`config.mk`:
```
export PLATFORM = sky130hd
export DESIGN_NAME = next_pc_select
export DESIGN_NICKNAME = d
export VERILOG_FILES = /design/src/bp_cfg.svh /design/src/fetch_pkg.sv /design/src/next_pc_select.sv
export SDC_FILE = /design/constraint.sdc
export NUM_CORES = 1
export LEC_CHECK = 0
export ABC_AREA = 1
export BUFFER_PORTS_ARGS = -buffer_cell sky130_fd_sc_hd__buf_2
export CORE_AREA = 2 2 102 104
export DETAILED_ROUTE_END_ITERATION = 12
export DIE_AREA = 0 0 104 106
export GPL_ROUTABILITY_DRIVEN = 0
export PLACE_DENSITY = 0.69
export SYNTH_ARGS = -nofsm -noshare
export SYNTH_HDL_FRONTEND = slang
export SYNTH_SLANG_ARGS = --single-unit
```
`constraint.sdc`:
```
create_clock -name vclk -period 1.5
set_input_delay 0.15 -clock vclk [all_inputs]
set_output_delay 0.15 -clock vclk [all_outputs]
set_load 0.005 [all_outputs]
```
`src/bp_cfg.svh`:
```
// branch predictor sizing
`ifndef BP_CFG_SVH
`define BP_CFG_SVH

// log2 of entries per table, btb and bht share one index
`define BP_LOG_ENTRIES 10
`define BP_ENTRIES (1 << `BP_LOG_ENTRIES)

// index field of the pc, bits 1:0 are ignored
`define BP_IDX_LO 2
`define BP_IDX_HI (`BP_LOG_ENTRIES + 1)

// tag field sits just above the index
`define BP_TAG_BITS 8
`define BP_TAG_LO (`BP_LOG_ENTRIES + 2)
`define BP_TAG_HI (`BP_LOG_ENTRIES + `BP_TAG_BITS + 1)

// target word bits kept per btb entry, upper bits come from the fetch pc
`define BP_TGT_BITS (`BP_LOG_ENTRIES + `BP_TAG_BITS)

`endif

```
`src/fetch_pkg.sv`:
```
// fetch side types
package fetch_pkg;

	// 64-bit instruction address, word aligned in use
	typedef logic [63:0] pc_t;

	// per slot lookup result
	typedef struct packed {
		logic hit;    // btb tag match with valid entry
		logic taken;  // bht counter msb
		pc_t  target; // rebuilt target address
	} slot_pred_t;

	// combined next fetch prediction
	typedef struct packed {
		logic taken; // one of the two slots redirects
		logic slot;  // which slot was predicted taken
		pc_t  npc;   // next fetch pc
	} fetch_pred_t;

endpackage

```
`src/next_pc_select.sv`:
```
// next fetch pc selection
`timescale 1ns/1ns

module next_pc_select (
	input  fetch_pkg::pc_t         pc,    // fetch pc of slot 0
	input  fetch_pkg::slot_pred_t  slot0,
	input  fetch_pkg::slot_pred_t  slot1,
	output fetch_pkg::fetch_pred_t pred
);

	import fetch_pkg::*;

	pc_t  seq_pc; // fall through past both slots
	logic redir0;
	logic redir1;

	// byte offset inside the word is ignored
	assign seq_pc = {pc[63:2], 2'b00} + 64'd8;

	// a slot redirects only when the btb knows it and the counter says taken
	assign redir0 = slot0.hit && slot0.taken;
	assign redir1 = slot1.hit && slot1.taken;

	always_comb begin
		pred.taken = 1'b0;
		pred.slot  = 1'b0;
		pred.npc   = seq_pc;
		if (redir0) begin
			// older slot wins
			pred.taken = 1'b1;
			pred.slot  = 1'b0;
			pred.npc   = slot0.target;
		end else if (redir1) begin
			pred.taken = 1'b1;
			pred.slot  = 1'b1;
			pred.npc   = slot1.target;
		end
	end

endmodule

```
==> flow_summary.ini, run 1 <==
[outcome]
status = finished, violations left
violations = negative setup slack

[synthesis]
syn_area_um2 = 3230
yosysSeqAreaShare_pct = 0
yosysUniqueCellTypes = 24
synth_xor_area_share_pct = 7.31
synth_nets = 897
ys.warnings.count = 0
synth-simple-area-share_pct = 67.1
synth_compound_area_share_pct = 14.3
avgSynthCellArea_um2 = 4.62
syn_inst = 700
synth_top_family_by_area = simple AND/OR/NAND/NOR gates
synth-adder-area-share_pct = 0.387
muxShareOfSynthArea_pct = 0

[detailed_routing]
dr_wl_met2_um = 8650
dr.pass1.iters = 6
routed_wl_um = 18100
drc = 0
dr_total_vias = 6190
wl_met1_um = 6670
wl_per_cell_um = 15.2
top_layer = met4
drt.antenna.violating_nets = 0
wl_met3_um = 1690
viasPerCell = 5.21
drt_iter0_drc = 568

[min_path]
hold_class = in -> out

[critical_path]
crit_path_end_kind = output pin
endpoint = pred[46]
startpoint = pc[21]
critPathRequiredTime_ns = 1.35
cp.arrival_ns = 1.60
crit_type = in -> out
start_kind = input pin
cp_max_fo = 3

[cts]
cts_hold_buf = 0

[cells_and_area]
finalNonFillerCells = 1188
drive_above_1_share_pct = 55.0
num_antenna_cells = 0
multiInputGateArea_um2 = 3780
design.seq.count = 0
seq_area_um2 = 0
final_nets = 1251
final_core_util_pct = 65.3
fill_cells = 879
area_delta_synth_final_pct = 102
nClkBuffers = 0

[sta]
period_minus_slack_ns = 1.75
hold_viol_final = 0
max_freq_mhz = 572
rsz0062_at_grt = true
relSlewSlack_pct = 81.0
finalWorstSetupSlack_ns = -0.248
tightestPinTransition_ns = 0.284
setup_viol = 38
period_share_pct = 117
drv_slew = 0

[grt]
grt_overflow = 0
grt_max_degree = 38
antenna_found_initial = 0
grt_pass1_vias = 5458
grt_pass1_wl_um = 25000
grt_usage_pct = 27.1

[die]
fp.dieArea_um2 = 11000
die_w_um = 104
die_h_um = 106
ios = 262
coreArea_um2 = 10000
initial_core_util_pct = 32.3
rows = 37

[pwr]
cellPowerDensity_nw_per_um2 = 221
power.leakage_nw = 3.34
peakVddDrop_v = 0.000232

[placed_design]
placedCellCount = 1174
dp_hpwl_um = 13300
io_buffers = 260

[job]
cap_violations = 0
## what timing repair did
| action | in CTS | in global routing |
|---|---|---|
| endpoints found under the setup margin | 47 | 50 |
| cloned | 0 | 0 |
| pin swaps | 36 | 62 |
| hold endpoints to repair | 0 | 0 |
| gates resized for setup | 113 | 188 |
| buffers inserted | 5 | 9 |
## worst max-delay path, stage by stage
cell	delay [ns]
buf_2	0.16
nand2_1	0.14
nor2_2	0.17
nand2_2	0.11
nor2_4	0.14
buf_4	0.13
nand3_1	0.09
nand2_1	0.13
nand2_1	0.10
nand2_1	0.09
nand3_1	0.06
buf_2	0.13
## area by class of cell
cell class / count / area share (%)
multi-input combinational: 609 / 57.9
timing repair buffer: 372 / 35.3
inverter: 71 / 4.16
tap: 136 / 2.61
## cell usage after synthesis
library cell / count / share of area, %
a22o_1: 33 / 8.9
a31oi_1: 1 / 0.19
buf_1: 6 / 0.70
buf_2: 9 / 1.4
clkbuf_1: 5 / 0.58
ha_1: 1 / 0.39
inv_1: 71 / 8.2
nand2_1: 310 / 36
nand2_2: 7 / 1.4
nand3_1: 57 / 8.8
nand3_2: 1 / 0.31
nand3b_1: 1 / 0.23
nand4_1: 14 / 2.7
nor2_1: 112 / 13
nor2_2: 9 / 1.7
nor2_4: 7 / 2.4
nor2b_1: 1 / 0.19
nor3_1: 2 / 0.31
o211ai_1: 5 / 1.2
o21ai_0: 8 / 1.2
o21ai_1: 3 / 0.46
o21bai_1: 10 / 2.3
xnor2_1: 20 / 5.4
xor2_1: 7 / 1.9
## logic make-up (layout without fill, tap and decap cells)
kind of cell             after synthesis  count (layout)
buffers and inverters                 91             443
XOR/XNOR                              27              27
AND/OR/NAND/NOR                      521             521
AO/OA/AOI/OAI                         60              60
adder cells (fa/ha/maj)                1               1
## worst min path at each step
stage | from | endpoint | slack [ns] | cells past startpoint
2_1_floorplan | pc[3] | pred[3] | 0.39 | 1
3_3_place_gp | slot1[11] | pred[11] | 0.58 | 4
3_5_place_dp | slot1[15] | pred[15] | 0.58 | 4
4_1_cts | slot0[26] | pred[26] | 0.58 | 4
5_1_grt | slot0[11] | pred[11] | 0.60 | 4
6_report | slot1[50] | pred[50] | 0.57 | 4
## where the power goes
part / internal (mW) / leakage [nW] / switching [mW] / total (mW)
Sequential: 0 / 0 / 0 / 0
Clock: 0 / 0 / 0 / 0
Combinational: 0.700 / 3.34 / 0.743 / 1.44
Total: 0.700 / 3.34 / 0.743 / 1.44
## layer usage
| layer | track usage, % | vias to the layer above |
|---|---|---|
| met1 | 31.6 | 2742 |
| met2 | 52.5 | 415 |
| met4 | 5.79 | 0 |
| li1 | - | 2924 |
| met5 | 0 | - |
| met3 | 3.62 | 109 |
## layout by cell type, fill, tap and decap left out, types with 14 or more instances in the layout
cell type / Yosys / layout
nand3_1: 57 / 47
nor2_4: 7 / 48
inv_1: 71 / 63
nor2_2: 9 / 44
nor2_1: 112 / 36
buf_2: 9 / 238
nand2_4: 0 / 25
nand2_2: 7 / 55
a22o_1: 33 / 33
nand4_1: 14 / 14
buf_4: 0 / 112
buf_6: 0 / 15
nand2_1: 310 / 237
## through the flow
step	TNS, ns	worst slack [ns]	instance area (um^2)	power [mW]	hold WS, ns
4_1_cts	-0.239	-0.0319	5800	1.28	0.582
3_3_place_gp	-3.15	-0.156	5400	1.20	0.577
6_report	-3.00	-0.248	6530	1.44	0.569
2_1_floorplan	0	0.133	3230	0.504	0.390
3_5_place_dp	-3.82	-0.195	5400	1.21	0.581
5_1_grt	-6.39	-0.278	6530	1.57	0.596
(Power assumes the default switching activity.)
==> inputs of run 2 (changes only) <==
Settings changed: RECOVER_POWER set to 50.
==> flow_summary.ini, run 2 (synthesis results as in run 1) <==
[pwr]
peakVddDrop_v = 0.000229
p_int_mw = 0.697
power_frac_clock_pct = 0
cellPowerDensity_nw_per_um2 = 221
p_comb_share_pct = 100.0
switching_power_mw = 0.741
power.leakage_nw = 3.33
power_mw = 1.44
seqPwrFrac_pct = 0
p_sw_share_pct = 51.5

[critical_path]
cp_top_family = simple AND/OR/NAND/NOR gates
critPathMaxStageDelay_ns = 0.17
crit_type = in -> out
path_cells = buf_2 > nand2_1 > nor2_2 > nand2_2 > nor2_4 > buf_4 > nand3_1 > nand2_1 > nand2_1 > nand2_1 > nand3_1 > buf_2
critPathRequiredTime_ns = 1.35
cpMostUsedCell = nand2_1
crit_slowest_cell = nor2_2
cp_max_fo = 3
start_kind = input pin
crit_buf_inv = 3
cp.arrival_ns = 1.62
crit_path_end_kind = output pin

[sta]
period_share_pct = 118
drv_slew = 0
tightestPinTransition_ns = 0.399
hold_viol_final = 0
relSlewSlack_pct = 73.3
rsz0062_at_grt = true
finalWorstSetupSlack_ns = -0.266
setup_tns_ns = -3.03
max_freq_mhz = 566
period_minus_slack_ns = 1.77
setup_viol = 40

[cells_and_area]
final_core_util_pct = 65.2
seq_area_um2 = 0
num_antenna_cells = 0
final_nets = 1251
final_cell_area_um2 = 6520
layout_commonest_cell = nand2_1
design.seq.count = 0
nClkBuffers = 0
drive_above_1_share_pct = 54.6
multiInputGateArea_um2 = 3770
area_delta_synth_final_pct = 101
fill_cells = 880
final_cell_mix = 237 x nand2_1, 233 x buf_2, 112 x buf_4

[detailed_routing]
routed_wl_um = 18000
dr_total_vias = 6163
drt_iter0_drc = 565
wl_per_cell_um = 15.2
drc = 0
viasPerCell = 5.19
drt.antenna.violating_nets = 0
dr.pass1.iters = 5

[cts]
cts_hold_buf = 0

[placed_design]
io_buffers = 260
dp_hpwl_um = 13300
dpl_cell_area_um2 = 5400
dp_slack_ns = -0.195

[die]
fp.dieArea_um2 = 11000
die_h_um = 106
ios = 262
initial_core_util_pct = 32.3
rows = 37
coreArea_um2 = 10000
die_w_um = 104

[grt]
grt_max_degree = 38
antenna_found_initial = 0
grt_overflow = 0
grt_usage_pct = 27.1
grt_pass1_vias = 5458
grt_pass1_wl_um = 25000

[job]
cap_violations = 0

[outcome]
violations = negative setup slack
status = finished, violations left

[min_path]
hold_class = in -> out
## run 2: changes by cell type in the layout (fill, tap and decap cells not counted)
cell,delta
buf_2,-5
clkbuf_1,+3
inv_1,+1
nor2_4,-1
clkbuf_2,+2
nor2_1,+1
inv_2,-1
## run 2: path summary, 6_finish.rpt
path	endpoint	depth (start not counted)	slack [ns]	from
worst max-delay path	pred[46]	12	-0.27	pc[21]
worst min-delay path	pred[50]	4	0.57	slot1[50]
## run 2: final cells by class
class              count  area share [%]
repair buffers       372            35.3
well taps            136            2.61
multi-input cells    609            57.9
inverters             71            4.17
## run 2: layer usage
metal | track usage, % | up-vias | share of wire, %
li1 | - | 2921 | -
met1 | 31.6 | 2735 | 37
met2 | 52.5 | 395 | 48
met3 | 3.62 | 112 | 9.5
met4 | 5.79 | 0 | 5.9
met5 | 0 | - | 0
## run 2: power by group through the flow
| stage | registers [mW] | logic (mW) | clock network (mW) |
|---|---|---|---|
| CTS | 0 | 1.28 | 0 |
| finish | 0 | 1.44 | 0 |
| global placement | 0 | 1.20 | 0 |
| floorplan | 0 | 0.504 | 0 |
| detailed placement | 0 | 1.21 | 0 |
| global route | 0 | 1.57 | 0 |
## run 2: repair_timing
item,in CTS,in global routing
buffers inserted,5,9
pin swaps,36,62
resized for setup,113,188
setup endpoints to repair,47,50
## run 2: metrics by stage
step / hold slack, ns / std cells
floorplan: 0.390 / 700
detailed placement: 0.581 / 1174
global placement: 0.577 / 1174
CTS: 0.582 / 1179
global route: 0.596 / 1188
finish: 0.569 / 1188
==> inputs of run 3 (changes only) <==
Settings changed: ABC_AREA 1 to not set, CAP_MARGIN set to 20, PLACE_DENSITY 0.69 to not set.
==> flow_summary.ini, run 3 <==
[sta]
finalWorstSetupSlack_ns = -0.506
setup_viol = 52
period_minus_slack_ns = 2.01
max_freq_mhz = 499
drv_slew = 0
period_share_pct = 134
hold_viol_final = 0
relSlewSlack_pct = 69.5
rsz0062_at_grt = true
tightestPinTransition_ns = 0.457

[die]
ios = 262
fp.dieArea_um2 = 11000
die_h_um = 106
coreArea_um2 = 10000
die_w_um = 104
rows = 37
initial_core_util_pct = 23.9

[critical_path]
crit_slowest_cell = or4_4
crit_type = in -> out
cp.arrival_ns = 1.86
critPathMaxStageDelay_ns = 0.58
path_cells = buf_6 > nand4_4 > or4_4 > nor4_4 > buf_4 > nand3_1 > xor2_1 > o21ai_1 > buf_2
cp_max_fo = 4
start_kind = input pin
critPathRequiredTime_ns = 1.35
crit_path_end_kind = output pin

[cells_and_area]
nClkBuffers = 0
seq_area_um2 = 0
area_delta_synth_final_pct = 136
layout_commonest_cell = buf_2
final_cell_area_um2 = 5650
drive_above_1_share_pct = 61.7
num_antenna_cells = 0
final_nets = 979
design.seq.count = 0
final_cell_mix = 241 x buf_2, 109 x buf_4, 40 x nand2_1
final_core_util_pct = 56.5

[grt]
grt_pass1_vias = 4602
grt_pass1_wl_um = 21700
grt_usage_pct = 23.3
grt_max_degree = 51
grt_overflow = 0
antenna_found_initial = 3

[detailed_routing]
routed_wl_um = 13900
drt_iter0_drc = 171
drt.antenna.violating_nets = 0
drc = 0
dr.pass1.iters = 6
dr_total_vias = 4550
wl_per_cell_um = 15.2
viasPerCell = 4.97

[cts]
cts_hold_buf = 0

[synthesis]
netlist_top_cells_area = o21ai_0 13%, xor2_1 9.5%, xnor2_1 7.3%
yosysSeqAreaShare_pct = 0
synth.top_cells.by_count = 62 x o21ai_0, 45 x nand2_1, 35 x nor2_1
avgSynthCellArea_um2 = 5.86
synth_area_leader_cell = o21ai_0
syn_inst = 409
syn_area_um2 = 2390
ys.warnings.count = 0
synth_nets = 606
yosysUniqueCellTypes = 38
synth_top_cell_area_share_pct = 13.0
yosysMostFrequentCell = o21ai_0

[placed_design]
io_buffers = 260
dp_hpwl_um = 11400
dpl_cell_area_um2 = 4750

[pwr]
power.leakage_nw = 2.79
power_mw = 1.30
peakVddDrop_v = 0.000126
cellPowerDensity_nw_per_um2 = 231

[outcome]
status = finished, violations left
violations = negative setup slack

[job]
cap_violations = 0

[min_path]
hold_class = in -> out
==> run 3: cell count changes in the layout (fill, tap and decap cells not counted), moves of 28 or more <==
cell / before / now
a22o_1: 33 / 3
inv_1: 64 / 6
nand2_1: 237 / 40
nand2_2: 55 / 2
nand3_1: 47 / 17
nor2_2: 44 / 2
nor2_4: 47 / 6
o21ai_0: 2 / 30
o21ai_1: 7 / 38
==> run 3: stage by stage <==
stage / TNS, ns / hold slack [ns] / setup slack (ns) / cells
floorplan: -7.91 / 0.394 / -0.348 / 409
global placement: -24.82 / 0.561 / -0.623 / 895
detailed placement: -25.67 / 0.563 / -0.639 / 895
CTS: -19.76 / 0.564 / -0.563 / 906
global route: -24.03 / 0.572 / -0.637 / 916
finish: -18.00 / 0.560 / -0.506 / 916
==> run 3: cell type report <==
type               instances  area (um^2)
fillers                 1009         4350
multi-input cells        375         2820
repair buffers           399         2630
well taps                136          170
inverters                  6         22.5
==> run 3: logic make-up after synthesis <==
family | after synthesis | share of synthesized area (%)
XOR/XNOR | 46 | 16.8
buffers and inverters | 34 | 5.38
AND/OR/NAND/NOR | 185 | 42.1
multiplexers | 1 | 0.418
AO/OA/AOI/OAI | 142 | 34.7
adder cells (fa/ha/maj) | 1 | 0.522
==> run 3: path summary, 6_finish.rpt <==
| check | end | slack, ns | start | depth (start not counted) |
|---|---|---|---|---|
| max | pred[53] | -0.51 | pc[13] | 9 |
| min | pred[35] | 0.56 | slot0[35] | 3 |
==> run 3: worst max-delay path, delay by kind of cell <==
family | cells | cell delay [ns]
simple gates | 4 | 0.99
buf+inv | 3 | 0.41
xor+xnor | 1 | 0.16
compound gates | 1 | 0.12
==> run 3: what timing repair did <==
| item | CTS | global route |
|---|---|---|
| buffers inserted | 12 | 11 |
| gates cloned | 0 | 1 |
| setup endpoints to repair | 55 | 59 |
| resized for setup | 116 | 62 |
| pin swaps | 78 | 67 |
==> run 3: power by group <==
group	leakage, nW	internal [mW]	switching (mW)	total, mW
logic	2.79	0.705	0.600	1.30
clock network	0	0	0	0
registers	0	0	0	0
==> run 3: metal layers <==
layer	vias to the layer above	track usage, %	part of all wire (%)
li1	2278	-	-
met4	4	3.57	1.4
met2	190	46.8	53
met5	-	0	0.19
met1	2061	26.4	39
met3	17	3.31	6.1
